==> config.mk <==
export PLATFORM = sky130hd
export DESIGN_NAME = lsu_top
export DESIGN_NICKNAME = d
export VERILOG_FILES = /design/src/design/lsu_pkg.sv /design/src/design/lsu_stage_if.sv /design/src/design/lsu_issue.sv /design/src/design/lsu_result.sv /design/src/design/lsu_top.sv
export SDC_FILE = /design/constraint.sdc
export NUM_CORES = 1
export LEC_CHECK = 0
export BUFFER_PORTS_ARGS = -buffer_cell sky130_fd_sc_hd__buf_2
export CORE_MARGIN = 10
export CORE_UTILIZATION = 50
export CTS_CLUSTER_DIAMETER = 100
export DETAILED_ROUTE_END_ITERATION = 10
export PLACE_DENSITY = 0.84
export SLEW_MARGIN = 5
export SYNTH_ARGS = -nofsm -noshare
export SYNTH_HDL_FRONTEND = slang
export SYNTH_HIERARCHICAL = 1
export SYNTH_SLANG_ARGS = --single-unit
==> constraint.sdc <==
create_clock -name vif -period 5.95 [get_ports vif]
set_input_delay 0.595 -clock vif [delete_from_list [all_inputs] [get_ports vif]]
set_output_delay 0.595 -clock vif [all_outputs]
set_load 0.03 [all_outputs]
==> src/design/lsu_pkg.sv <==
//--------------------------------------------------------------------------
// LSU package
// Widths, funct3 opcodes and byte-lane types for the RV32 load/store unit
//--------------------------------------------------------------------------

package lsu_pkg;

    //--------------------------------------------------------------------------
    // Widths
    //--------------------------------------------------------------------------

    // One RV32 word
    localparam int XLEN           = 32;

    // Lanes per word and bits per lane
    localparam int BYTES_PER_WORD = XLEN / 8;
    localparam int BYTE_W         = 8;

    // Byte offset inside a word
    localparam int OFFSET_W       = $clog2(BYTES_PER_WORD);

    //--------------------------------------------------------------------------
    // Data types
    //--------------------------------------------------------------------------

    // Address or data word
    typedef logic [XLEN-1:0]           lsu_word_t;

    // Single lane and lane pair for load extension
    typedef logic [BYTE_W-1:0]         lsu_byte_t;
    typedef logic [2*BYTE_W-1:0]       lsu_half_t;

    // Per-lane write strobes
    typedef logic [BYTES_PER_WORD-1:0] lsu_be_t;

    // Lane index of the first accessed byte
    typedef logic [OFFSET_W-1:0]       lsu_offset_t;

    //--------------------------------------------------------------------------
    // Lane masks before shifting to the offset
    //--------------------------------------------------------------------------

    localparam lsu_be_t BE_BYTE = 4'b0001;
    localparam lsu_be_t BE_HALF = 4'b0011;
    localparam lsu_be_t BE_WORD = 4'b1111;

    //--------------------------------------------------------------------------
    // Opcodes
    //--------------------------------------------------------------------------

    // funct3 field of RV32 loads and stores.
    // Codes 3, 6 and 7 have no name and are trapped by the issue stage
    typedef enum logic [2:0] {
        LSU_B  = 3'b000,
        LSU_H  = 3'b001,
        LSU_W  = 3'b010,
        LSU_BU = 3'b100,
        LSU_HU = 3'b101
    } lsu_funct3_e;

endpackage

==> src/design/lsu_stage_if.sv <==
//--------------------------------------------------------------------------
// LSU stage link
// Carries one decoded access from the issue stage to the result stage
//--------------------------------------------------------------------------

interface lsu_stage_if;
    import lsu_pkg::*;

    // Handshake
    logic        valid;
    logic        ready;

    // Decoded item
    lsu_funct3_e funct3;
    lsu_offset_t offset;
    logic        is_load;
    // Misaligned or illegal access
    logic        err;

    modport issue (
        output valid,
        output funct3,
        output offset,
        output is_load,
        output err,
        input  ready
    );

    modport result (
        input  valid,
        input  funct3,
        input  offset,
        input  is_load,
        input  err,
        output ready
    );

endinterface

==> src/design/lsu_issue.sv <==
//--------------------------------------------------------------------------
// LSU issue stage
// Accepts a request, decodes and traps it, and drives the data memory
//--------------------------------------------------------------------------

module lsu_issue (
    input  logic                 vif,
    input  logic                 arst_n_i,

    // Request from the core
    input  logic                 req_valid_i,
    output logic                 req_ready_o,
    input  lsu_pkg::lsu_word_t   addr_i,
    input  lsu_pkg::lsu_word_t   wdata_i,
    input  logic                 we_i,
    input  lsu_pkg::lsu_funct3_e funct3_i,

    // Data memory
    output lsu_pkg::lsu_word_t   dmem_addr_o,
    output lsu_pkg::lsu_word_t   dmem_wdata_o,
    output lsu_pkg::lsu_be_t     dmem_be_o,
    output logic                 dmem_we_o,

    // Link to the result stage
    lsu_stage_if.issue           stage
);
    import lsu_pkg::*;

    lsu_offset_t req_offset;
    logic        misaligned;
    logic        illegal;
    lsu_be_t     req_be;
    lsu_word_t   req_wdata;

    logic        accept;
    logic        xfer;

    // Issue register
    logic        valid_q;
    lsu_word_t   addr_q;
    lsu_word_t   wdata_q;
    lsu_be_t     be_q;
    lsu_offset_t offset_q;
    lsu_funct3_e funct3_q;
    logic        is_load_q;
    logic        err_q;

    //--------------------------------------------------------------------------
    // Decode
    //--------------------------------------------------------------------------

    assign req_offset = addr_i[OFFSET_W-1:0];

    always_comb begin
        misaligned = 1'b0;
        illegal    = 1'b0;
        req_be     = BE_BYTE << req_offset;
        case (funct3_i)
            LSU_B, LSU_BU: begin
                req_be = BE_BYTE << req_offset;
            end
            LSU_H, LSU_HU: begin
                // Halves must sit on an even lane
                misaligned = req_offset[0];
                req_be     = BE_HALF << req_offset;
            end
            LSU_W: begin
                misaligned = (req_offset != '0);
                req_be     = BE_WORD;
            end
            default: begin
                illegal = 1'b1;
                req_be  = '0;
            end
        endcase
        // No unsigned store forms
        if (we_i && (funct3_i == LSU_BU || funct3_i == LSU_HU)) begin
            illegal = 1'b1;
        end
    end

    // Store data moved up to its lanes
    assign req_wdata = wdata_i << (BYTE_W * req_offset);

    //--------------------------------------------------------------------------
    // Handshake and register
    //--------------------------------------------------------------------------

    assign xfer        = valid_q & stage.ready;
    assign req_ready_o = ~valid_q | stage.ready;
    assign accept      = req_valid_i & req_ready_o;

    always_ff @(posedge vif or negedge arst_n_i) begin
        if (!arst_n_i) begin
            valid_q <= 1'b0;
        end else if (accept) begin
            valid_q <= 1'b1;
        end else if (xfer) begin
            valid_q <= 1'b0;
        end
    end

    always_ff @(posedge vif) begin
        if (accept) begin
            addr_q    <= {addr_i[XLEN-1:OFFSET_W], {OFFSET_W{1'b0}}};
            wdata_q   <= req_wdata;
            be_q      <= req_be;
            offset_q  <= req_offset;
            funct3_q  <= funct3_i;
            is_load_q <= ~we_i;
            err_q     <= misaligned | illegal;
        end
    end

    //--------------------------------------------------------------------------
    // Outputs
    //--------------------------------------------------------------------------

    assign stage.valid   = valid_q;
    assign stage.funct3  = funct3_q;
    assign stage.offset  = offset_q;
    assign stage.is_load = is_load_q;
    assign stage.err     = err_q;

    // Memory write happens once on the edge the store leaves this stage
    assign dmem_addr_o  = addr_q;
    assign dmem_wdata_o = wdata_q;
    assign dmem_be_o    = be_q;
    assign dmem_we_o    = xfer & ~is_load_q & ~err_q;

    // A store that leaves with no new request behind it writes only once
    a_we_once : assert property (@(posedge vif) disable iff (!arst_n_i)
        dmem_we_o && !accept |=> !dmem_we_o)
        else $error("dmem write repeated for one store");

    a_we_has_be : assert property (@(posedge vif) disable iff (!arst_n_i)
        dmem_we_o |-> dmem_be_o != '0)
        else $error("dmem write with no byte enable");

endmodule

==> src/design/lsu_result.sv <==
//--------------------------------------------------------------------------
// LSU result stage
// Extracts and extends load data and holds the response for writeback
//--------------------------------------------------------------------------

module lsu_result (
    input  logic               vif,
    input  logic               arst_n_i,

    // Asynchronous read data for the item leaving the issue stage
    input  lsu_pkg::lsu_word_t dmem_rdata_i,

    // Writeback
    output logic               rsp_valid_o,
    input  logic               rsp_ready_i,
    output lsu_pkg::lsu_word_t rdata_o,
    output logic               err_o,

    // Link from the issue stage
    lsu_stage_if.result        stage
);
    import lsu_pkg::*;

    logic      xfer;
    lsu_word_t shifted;
    lsu_byte_t sel_byte;
    lsu_half_t sel_half;
    lsu_word_t load_val;

    // Output register
    logic      rsp_valid_q;
    lsu_word_t rdata_q;
    logic      err_q;

    //--------------------------------------------------------------------------
    // Handshake
    //--------------------------------------------------------------------------

    // Ready when the slot is free or its response leaves this cycle
    assign stage.ready = ~rsp_valid_q | rsp_ready_i;
    assign xfer        = stage.valid & stage.ready;

    //--------------------------------------------------------------------------
    // Lane extraction
    //--------------------------------------------------------------------------

    always_comb begin
        shifted  = dmem_rdata_i >> (BYTE_W * stage.offset);
        sel_byte = shifted[BYTE_W-1:0];
        sel_half = shifted[2*BYTE_W-1:0];
        case (stage.funct3)
            LSU_B: begin
                load_val = {{(XLEN-BYTE_W){sel_byte[BYTE_W-1]}}, sel_byte};
            end
            LSU_BU: begin
                load_val = {{(XLEN-BYTE_W){1'b0}}, sel_byte};
            end
            LSU_H: begin
                load_val = {{(XLEN-2*BYTE_W){sel_half[2*BYTE_W-1]}}, sel_half};
            end
            LSU_HU: begin
                load_val = {{(XLEN-2*BYTE_W){1'b0}}, sel_half};
            end
            LSU_W: begin
                load_val = shifted;
            end
            default: begin
                load_val = '0;
            end
        endcase
        // Stores and trapped accesses return zero
        if (!stage.is_load || stage.err) begin
            load_val = '0;
        end
    end

    //--------------------------------------------------------------------------
    // Response register
    //--------------------------------------------------------------------------

    always_ff @(posedge vif or negedge arst_n_i) begin
        if (!arst_n_i) begin
            rsp_valid_q <= 1'b0;
        end else if (xfer) begin
            rsp_valid_q <= 1'b1;
        end else if (rsp_ready_i) begin
            rsp_valid_q <= 1'b0;
        end
    end

    always_ff @(posedge vif) begin
        if (xfer) begin
            rdata_q <= load_val;
            err_q   <= stage.err;
        end
    end

    assign rsp_valid_o = rsp_valid_q;
    assign rdata_o     = rdata_q;
    assign err_o       = err_q;

    // Stalled response stays put until writeback takes it
    a_rsp_stable : assert property (@(posedge vif) disable iff (!arst_n_i)
        rsp_valid_o && !rsp_ready_i |=> rsp_valid_o && $stable(rdata_o) && $stable(err_o))
        else $error("response changed under back-pressure");

endmodule

==> src/design/lsu_top.sv <==
//--------------------------------------------------------------------------
// LSU top level
// RV32 load/store unit built from an issue stage and a result stage
//--------------------------------------------------------------------------

module lsu_top (
    input  logic                 vif,
    input  logic                 arst_n_i,

    // Core request
    input  logic                 req_valid_i,
    output logic                 req_ready_o,
    input  lsu_pkg::lsu_word_t   addr_i,
    input  lsu_pkg::lsu_word_t   wdata_i,
    input  logic                 we_i,
    input  lsu_pkg::lsu_funct3_e funct3_i,

    // Writeback response
    output logic                 rsp_valid_o,
    input  logic                 rsp_ready_i,
    output lsu_pkg::lsu_word_t   rdata_o,
    output logic                 err_o,

    // Data memory with asynchronous read
    output lsu_pkg::lsu_word_t   dmem_addr_o,
    output lsu_pkg::lsu_word_t   dmem_wdata_o,
    output lsu_pkg::lsu_be_t     dmem_be_o,
    output logic                 dmem_we_o,
    input  lsu_pkg::lsu_word_t   dmem_rdata_i
);

    // Issue to result link
    lsu_stage_if stage_if ();

    //--------------------------------------------------------------------------
    // Stages
    //--------------------------------------------------------------------------

    lsu_issue u_issue (
        .vif          (vif),
        .arst_n_i     (arst_n_i),
        .req_valid_i  (req_valid_i),
        .req_ready_o  (req_ready_o),
        .addr_i       (addr_i),
        .wdata_i      (wdata_i),
        .we_i         (we_i),
        .funct3_i     (funct3_i),
        .dmem_addr_o  (dmem_addr_o),
        .dmem_wdata_o (dmem_wdata_o),
        .dmem_be_o    (dmem_be_o),
        .dmem_we_o    (dmem_we_o),
        .stage        (stage_if)
    );

    // Read data belongs to the item held in u_issue
    lsu_result u_result (
        .vif          (vif),
        .arst_n_i     (arst_n_i),
        .dmem_rdata_i (dmem_rdata_i),
        .rsp_valid_o  (rsp_valid_o),
        .rsp_ready_i  (rsp_ready_i),
        .rdata_o      (rdata_o),
        .err_o        (err_o),
        .stage        (stage_if)
    );

endmodule

Word-level counts from Yosys, hierarchy flattened
Index checks and enable logic that the tools add are counted.

Register bits after elaboration: 108. Word-level logic and storage cells: 56. Output and inout bits: 104.

Reductions and logical operators: 12. Shift-type cells: 4. Eq/ne operators: 8. Bitwise operators: 12. Muxes and demuxes: 9.

Operators by type and width (number): 32-bit case mux with 5 select lines (1); 32-bit by 5-bit left shift with 32-bit output (1); 32-bit by 5-bit >> shifter with 32-bit output (1); 3-bit equality test (second input constant) (4); 4-bit case mux with 3 select lines (1); 3-bit by 1-bit equality test with 1-bit output (second input constant) (2); 3-bit by 2-bit equality test with 1-bit output (second input constant) (2); 3-bit zero test (2); 1-bit 2-to-1 mux (6); 2-bit nonzero test (3); 1-bit NOT (5); 5-bit OR reduction (1); 1-bit AND (4); 2-bit OR reduction (2); 1-bit by 2-bit left shift with 4-bit output (first input constant) (1); 2-bit by 2-bit left shift with 4-bit output (first input constant) (1); 1-bit bitwise OR (3); 1-bit logical OR (2); 1-bit case mux with 2 select lines (1); 1-bit logical AND (1); 1-bit zero test (1).

Longest topological paths before layout
Gate-level depths: netlist of the first run.

Depth in word-level cells: 5. Mapped depth: 5. Depth with buffers taken out: 3.

Modules after synthesis
The synthesis of the first run kept the hierarchy.

Modules (own cells, without submodules): lsu_issue (sequential area each 2217.1 sq um, area each 2875.3 sq um, cells each 160, instances 1); lsu_result (sequential area each 1016.0 sq um, area each 1896.8 sq um, cells each 148, instances 1).

Worst setup path after synthesis of the first run
No wires, ideal clock.

Path type: input -> register. Start: in rsp_ready_i. End: reg u_issue.addr_q[10] (netlist: u_issue/dmem_addr_o[10]) (enable). Data arrival time: 2.837 ns. Setup slack: 2.674 ns. Data required time: 5.511 ns. Library setup time: 0.439 ns. Stages: 3. Path buffers: 0. Path through: nand2b_1 -> nand2b_1 -> and2_1.

Word-level cells in the longest chain between the ends: 3.

Ends and longest elaborated chain: start: declaration (RTL line lsu_top.sv:20) `input logic rsp_ready_i,`; 1-bit bitwise OR (RTL line lsu_result.sv:40) `assign stage.ready = ~rsp_valid_q | rsp_ready_i;`; 1-bit bitwise OR (RTL line lsu_issue.sv:90) `assign req_ready_o = ~valid_q | stage.ready;`; net req_ready_o (RTL line lsu_top.sv:12) `output logic req_ready_o,`; 1-bit AND (RTL line lsu_issue.sv:91) `assign accept = req_valid_i & req_ready_o;`; net u_issue.accept (RTL line lsu_issue.sv:35) `logic accept;`; end signal: assignment (RTL line lsu_issue.sv:105) `addr_q <= {addr_i[XLEN-1:OFFSET_W], {OFFSET_W{1'b0}}};`; end: declaration (RTL line lsu_issue.sv:40) `lsu_word_t addr_q;`.

The timed path passes the listed nets, and every way through them passes these cells. A chain may end at the register's enable or synchronous reset.

Worst setup path after layout of the first run
Start: reg u_issue.offset_q[1] (netlist: u_issue/stage.offset[1]). End: reg u_result.rdata_q[20] (netlist: u_result/rdata_o[20]), data pin.

Word-level cells in the longest chain between the ends: 2.

Ends and longest elaborated chain: start: declaration (RTL line lsu_issue.sv:43) `lsu_offset_t offset_q;`; start signal: assignment (RTL line lsu_issue.sv:108) `offset_q <= req_offset;`; 32-bit by 5-bit >> shifter with 32-bit output (RTL line lsu_result.sv:48) `shifted = dmem_rdata_i >> (BYTE_W * stage.offset);`; 32-bit case mux with 5 select lines (RTL line lsu_result.sv:51) `case (stage.funct3)`; end signal: assignment (RTL line lsu_result.sv:93) `rdata_q <= load_val;`; end: declaration (RTL line lsu_result.sv:32) `lsu_word_t rdata_q;`.

Every way passes these cells.

==> results of run 1 <==
[per-layer routing]
metal | routed length (um) | part of all wire [%] | track usage [%] | vias up
met5 | 0 | 0 | 0 | -
met4 | 80 | 0.62 | 4.10 | 0
met3 | 1380 | 11 | 8.01 | 8
met2 | 6390 | 49 | 30.5 | 192
met1 | 5060 | 39 | 20.6 | 1622
li1 | - | - | - | 1594
[registers in the layout, summed over array words and instances (netlist names), 2 cells and up]
signal                flops
u_issue/stage.offset      2
u_issue/dmem_addr_o      30
u_result/rdata_o         32
u_issue/stage.funct3      3
u_issue/dmem_be_o         4
u_issue/dmem_wdata_o     32
[critical path: stages (launching register included)]
cell	delay [ns]
edfxtp_1	1.00
nand2_1	0.20
o221ai_4	0.45
o22ai_1	0.19
[cell families (layout without fill, tap and decap cells)]
kind of cell,Yosys count,after routing,share of synthesized area [%]
muxes,51,51,11.2
DFF,108,108,67.8
AOI/OAI and AO/OA,63,63,10.0
and+or+nand+nor,56,56,7.37
other,1,2,0.0786
buffers and inverters,29,234,3.62
[stage by stage]
stage	instance area [um^2]	cells	power, uW	setup slack [ns]	util [%]
after floorplan	4780	309	1140	2.67	-
after global placement	5850	626	1240	3.83	63.0
after detailed placement	5850	626	1250	3.74	63.0
after CTS	6040	643	1660	3.87	65.1
after global routing	6040	643	1720	3.66	65.1
final	6040	643	1640	3.84	65.1
[power groups by stage]
stage | registers [uW] | logic (uW) | clock network, uW
after detailed placement | 938 | 310 | 0
after floorplan | 1030 | 103 | 0
after global placement | 935 | 304 | 0
after global routing | 926 | 330 | 459
final | 920 | 309 | 416
after CTS | 921 | 311 | 428
[cells in the final DEF, fill, tap and decap left out, drive strengths merged]
master	instances
o2bb2ai	9
nor2b	12
o31ai	1
a21oi	1
o22ai	15
conb	2
nor3	1
mux2	2
nor3b	1
o21bai	1
nor4b	1
a2bb2oi	7
or3b	2
and2	10
buf	207
nand4b	1
dfrtp	2
nor2	12
nand3b	1
a221oi	1
mux2i	48
dlygate4sd3	1
inv	12
o221ai	1
clkinv	3
clkbuf	9
mux4	1
nand2b	6
nand3	2
nand2	4
and4bb	1
and3	1
clkinvlp	2
o21ai	13
or4bb	1
a211oi	14
edfxtp	106
[worst paths after layout]
check	cells past startpoint	end	startpoint	slack [ns]
worst max-delay path	3	u_result/rdata_o[20]$_SDFFCE_PP0P_	u_issue/stage.offset[1]$_DFFE_PP_	3.84
min in group asynchronous	2	u_issue/stage.valid$_DFFE_PN0P_	arst_n_i	0.55
worst min-delay path	1	u_issue/dmem_addr_o[25]$_DFFE_PP_	addr_i[25]	0.39
worst max register to register	3	u_result/rdata_o[20]$_SDFFCE_PP0P_	u_issue/stage.offset[1]$_DFFE_PP_	3.84
max in group asynchronous	2	u_result/rsp_valid_o$_DFFE_PN0P_	arst_n_i	5.30
worst min register to register	1	u_result/rsp_valid_o$_DFFE_PN0P_	u_issue/stage.valid$_DFFE_PN0P_	0.52
[layout make-up]
type / instances / area share [%]
clock buffers: 9 / 2.05
clock inverters: 7 / 1.04
inverters: 10 / 0.621
multi-input cells: 172 / 22.7
flip-flops and latches: 108 / 53.5
well taps: 129 / 2.67
repair buffers: 208 / 17.4
[timing repair]
action	CTS	global route
hold buffers	1	0
hold endpoints to repair	2	0
resized for setup	0	0
==> flow_summary.json, run 1 <==
{
  "dominantRegCellSynth": "edfxtp_1",
  "synthesis.yosys.warnings": 6,
  "route.detailed.wl_per_inst_um": 20.1,
  "outcome": "completed",
  "clock_latency_ns": 0.37,
  "route.detailed.vias_per_inst": 5.31,
  "max-vdd-ir-drop_mv": 0.147,
  "report.final.hold_viol_count": 0,
  "async_flop_share_pct": 1.85,
  "clkSlewWorstSetupHoldPaths_ns": 0.11,
  "total_standard_cell_area_after_synthesis_um2": 4770,
  "die_w_um": 118,
  "drt-total-wl_um": 12900,
  "setup-tns-final_ns": 0,
  "final.period_utilization_pct": 35.4,
  "rsz0062_at_grt": "false",
  "crit_path_class": "reg2reg",
  "tritoncts_clock_tree": "yes",
  "cts.sinks": 108,
  "synthDistinctLibCells": 40,
  "number_of_antenna_violations_at_the_first_check_in_global_routing": 0,
  "global_route_wire_length_before_repair_um": 20200,
  "setup_viol": 0,
  "post_synthesis_mean_instance_area_um2": 15.5,
  "drc": 0,
  "synth_commonest_cells": "106 x edfxtp_1, 48 x mux2i_1, 15 x o22ai_1",
  "cts_buffers": 9,
  "worstSetupStartpointType": "flop",
  "dieHeight_um": 118,
  "fraction_of_power_consumed_by_sequential_logic_pct": 55.9,
  "cts_post_setup_buffers_inserted": 0,
  "row_count": 35,
  "core_area_um2": 9280,
  "synthToLayoutAreaGrowth_pct": 26.6,
  "detailed_place_hpwl_um": 9940,
  "ctsHtreeMaxLevel": 3,
  "globalRouteTotalUtil_pct": 18.1,
  "crit_arrival_ns": 2.21,
  "boundaryPins": 208,
  "hold_path.class": "in2reg",
  "number_of_routed_nets_with_antenna_violations": 0,
  "tightestPinTransition_ns": 0.966,
  "power-per-cell-area_nw_per_um2": 272,
  "grt_remaining_overflow": 0,
  "critPathRequiredTime_ns": 6.05,
  "power_switching_uw": 488,
  "syn-instance-count": 308,
  "grt_max_degree": 74,
  "grt_pass1_vias": 3742,
  "layout.area.seq_um2": 3230,
  "ys_top_cells_by_area": "edfxtp_1 67%, mux2i_1 10%, a211oi_1 2.2%, o22ai_1 2.0%, nor2b_1 1.6%",
  "logic_pwr_share_pct": 18.8,
  "critical_path_fanouts_max": 29,
  "synth.most_common_cell": "edfxtp_1",
  "nFillCells": 728,
  "drv_slew": 0,
  "clk_root_buffer_cell": "clkbuf_8",
  "fin_nets": 613,
  "initial_utilization_pct": 51.4,
  "max_slew_margin_pct": 35.6,
  "switching_share_pct": 29.7,
  "port_buffers": 205,
  "timing.clock.skew_ns": 0.0106,
  "leakagePower_uw": 0.00262,
  "place_congestion": 0.835,
  "cp-end-kind": "flop",
  "synth.ff_latch_count": 108,
  "max_clock_freq_mhz": 474,
  "drt_first_iter_violations": 258,
  "synth.yosys.seq_area_share_pct": 67.8,
  "drt_first_pass_iters": 5,
  "die_area_um2": 13900,
  "clock_path_buffers": 2,
  "num_vias": 3416,
  "area_of_the_multi_input_gates_um2": 1370,
  "layout-drive-gt1-share_pct": 45.3,
  "power.share.clock_pct": 25.3,
  "synthDominantAreaCellType": "edfxtp_1",
  "timing.max_cap.violations": 0,
  "holdWs_ns": 0.395,
  "period_minus_slack_ns": 2.11,
  "intPower_uw": 1160,
  "antenna_diode_count": 0,
  "synth_edf_count": 106,
  "proportion_of_netlist_area_held_by_the_largest_area_contributor_pct": 66.7
}
Note: power is estimated with default switching activity, not from simulation.
==> run 2, diff against run 1 <==
- CORE_UTILIZATION: 50 -> 43
- PLACE_DENSITY: 0.84 -> 0.76
- clock period: 5.95 -> 1.7 ns (I/O delays scaled with it)
==> run 2 against run 1 <==
Cell area is 9.0% higher. Clock skew about the same. Cell count increased by 8.7%. Sequential share of layout area down 4.4 points. Core utilization down 4.3 points. Setup slack got worse by 3.7 ns. Highest routed layer is now met5.
==> flow_summary.json, run 2 (synthesis results as in run 1) <==
{
  "place_inst": 648,
  "layout_commonest_cell": "buf_2",
  "switching_share_pct": 30.4,
  "hold_path.startpoint": "funct3_i[0]",
  "clock_path_buffers": 2,
  "num_vias": 3538,
  "setup_viol": 0,
  "dieHeight_um": 125,
  "cts_buffers": 9,
  "report.final.hold_viol_count": 0,
  "route.detailed.wl_per_inst_um": 20.7,
  "max_stage_delay_ns": 0.53,
  "critical_path_fanouts_max": 8,
  "outcome": "completed",
  "tightestPinTransition_ns": 0.721,
  "crit_path_class": "reg2reg",
  "critical-path-top-delay-family": "multiplexers",
  "period_minus_slack_ns": 1.61,
  "row_count": 38,
  "path_buf_inv": 1,
  "route.layer.met1.wl_um": 5190,
  "hold_path.class": "in2reg",
  "globalRouteTotalUtil_pct": 18.0,
  "route.detailed.vias_per_inst": 5.06,
  "r2r_slack_ns": 0.09,
  "crit_arrival_ns": 1.72,
  "leakagePower_uw": 0.00286,
  "boundaryPins": 208,
  "grt_pass1_vias": 3936,
  "tritoncts_clock_tree": "yes",
  "cts.sinks": 108,
  "synthToLayoutAreaGrowth_pct": 38.1,
  "detailed_place.area_um2": 6040,
  "cp-end-kind": "flop",
  "max-vdd-ir-drop_mv": 0.560,
  "holdWs_ns": 0.0392,
  "clkSlewWorstSetupHoldPaths_ns": 0.11,
  "fin_total_pwr_uw": 5990,
  "port_buffers": 205,
  "layout-drive-gt1-share_pct": 44.8,
  "drv_slew": 0,
  "r2r_start": "u_issue/stage.offset[0]$_DFFE_PP_",
  "intPower_uw": 4170,
  "die_w_um": 125,
  "hold-path-endpoint": "u_issue/stage.funct3[0]$_DFFE_PP_",
  "timing.max_cap.violations": 0,
  "power_switching_uw": 1820,
  "grt_max_degree": 34,
  "drt_first_iter_violations": 340,
  "final_cell_mix": "205 x buf_2, 106 x edfxtp_1, 48 x mux2i_1",
  "global_route_wire_length_before_repair_um": 22300,
  "detailed_place_hpwl_um": 10600,
  "critPathRequiredTime_ns": 1.81,
  "core_area_um2": 10800,
  "number_of_routed_nets_with_antenna_violations": 0,
  "rr_endpoint": "u_result/rdata_o[13]$_SDFFCE_PP0P_",
  "worstRegToRegCells": 4,
  "logic_pwr_share_pct": 20.5,
  "grt_remaining_overflow": 0,
  "wl_met3_um": 1640,
  "hold-path-cell-count": 1,
  "met2_length_um": 7490,
  "timing.clock.skew_ns": 0.0105,
  "max_slew_margin_pct": 51.8,
  "drc": 0,
  "worstSetupStartpointType": "flop",
  "final-instance-count-excl-fill": 699,
  "top_layer_used": "met5",
  "power-per-cell-area_nw_per_um2": 910,
  "fin_nets": 657,
  "die_area_um2": 15700,
  "max_clock_freq_mhz": 622,
  "place_congestion": 0.881,
  "rsz0062_at_grt": "true",
  "clock_latency_ns": 0.38,
  "drt-total-wl_um": 14400,
  "drt_first_pass_iters": 4,
  "post-route-cell-area_um2": 6590,
  "initial_utilization_pct": 44.0,
  "clk_root_buffer_cell": "clkbuf_8",
  "cp_slowest_cell": "mux4_2",
  "fraction_of_power_consumed_by_sequential_logic_pct": 53.5,
  "number_of_antenna_violations_at_the_first_check_in_global_routing": 2,
  "power.share.clock_pct": 26.0,
  "ctsHtreeMaxLevel": 3,
  "critical_path.cell_chain": "buf_4, mux4_2, nand4b_2, o21ai_0",
  "final.period_utilization_pct": 94.6
}
run 2: through the flow:
stage / setup TNS (ns) / setup WS, ns / utilization (%)
5_1_grt: -0.0313 / -0.0313 / 60.8
2_1_floorplan: -7.00 / -0.0959 / -
3_5_place_dp: 0 / 0.0454 / 55.7
6_report: 0 / 0.0919 / 60.8
4_1_cts: 0 / 0.0338 / 60.5
3_3_place_gp: 0 / 0.112 / 55.7
run 2: what timing repair did:
item,in CTS,in global routing
setup endpoints to repair,0,18
hold buffers,33,0
endpoints found under the hold margin,34,0
gates resized for setup,0,2
buffers inserted,0,1
run 2: worst reg2reg max path, stage by stage (launching register included):
cell and delay, ns:
edfxtp_1 0.34, buf_4 0.17, mux4_2 0.54, nand4b_2 0.18, o21ai_0 0.13
run 2: layout make-up:
| class | instances | area (um^2) |
|---|---|---|
| diodes | 1 | 2.50 |
| clock buffers | 9 | 124 |
| clock inverters | 7 | 67.6 |
| fillers | 848 | 4250 |
| inverters | 10 | 37.5 |
| multi-input cells | 172 | 1390 |
| flip-flops and latches | 108 | 3230 |
| well taps | 140 | 175 |
| repair buffers | 252 | 1560 |
run 2: worst max path at each step:
stage	depth (start not counted)	endpoint	slack, ns	start
floorplan	3	u_issue/dmem_addr_o[10]$_DFFE_PP_	-0.1	u_result/rsp_valid_o$_DFFE_PN0P_
global placement	4	u_result/rdata_o[29]$_SDFFCE_PP0P_	0.11	u_issue/stage.offset[0]$_DFFE_PP_
detailed placement	4	u_result/rdata_o[25]$_SDFFCE_PP0P_	0.05	u_issue/stage.offset[0]$_DFFE_PP_
CTS	4	u_result/rdata_o[18]$_SDFFCE_PP0P_	0.03	u_issue/stage.offset[0]$_DFFE_PP_
global route	3	u_result/rdata_o[27]$_SDFFCE_PP0P_	-0.03	u_issue/stage.funct3[0]$_DFFE_PP_
finish	4	u_result/rdata_o[13]$_SDFFCE_PP0P_	0.09	u_issue/stage.offset[0]$_DFFE_PP_
run 2: power groups by stage:
stage	Clock (uW)	Sequential (uW)	Combinational, uW
after floorplan	0	3610	366
after global placement	0	3260	1140
after detailed placement	0	3270	1160
after CTS	1600	3210	1220
after global routing	1690	3230	1310
final	1560	3210	1230
run 2: routing by layer:
metal / up-vias / global-route usage [%]
met5: - / 0
met4: 2 / 5.15
met3: 12 / 9.08
met2: 175 / 31.4
met1: 1661 / 18.5
li1: 1688 / -
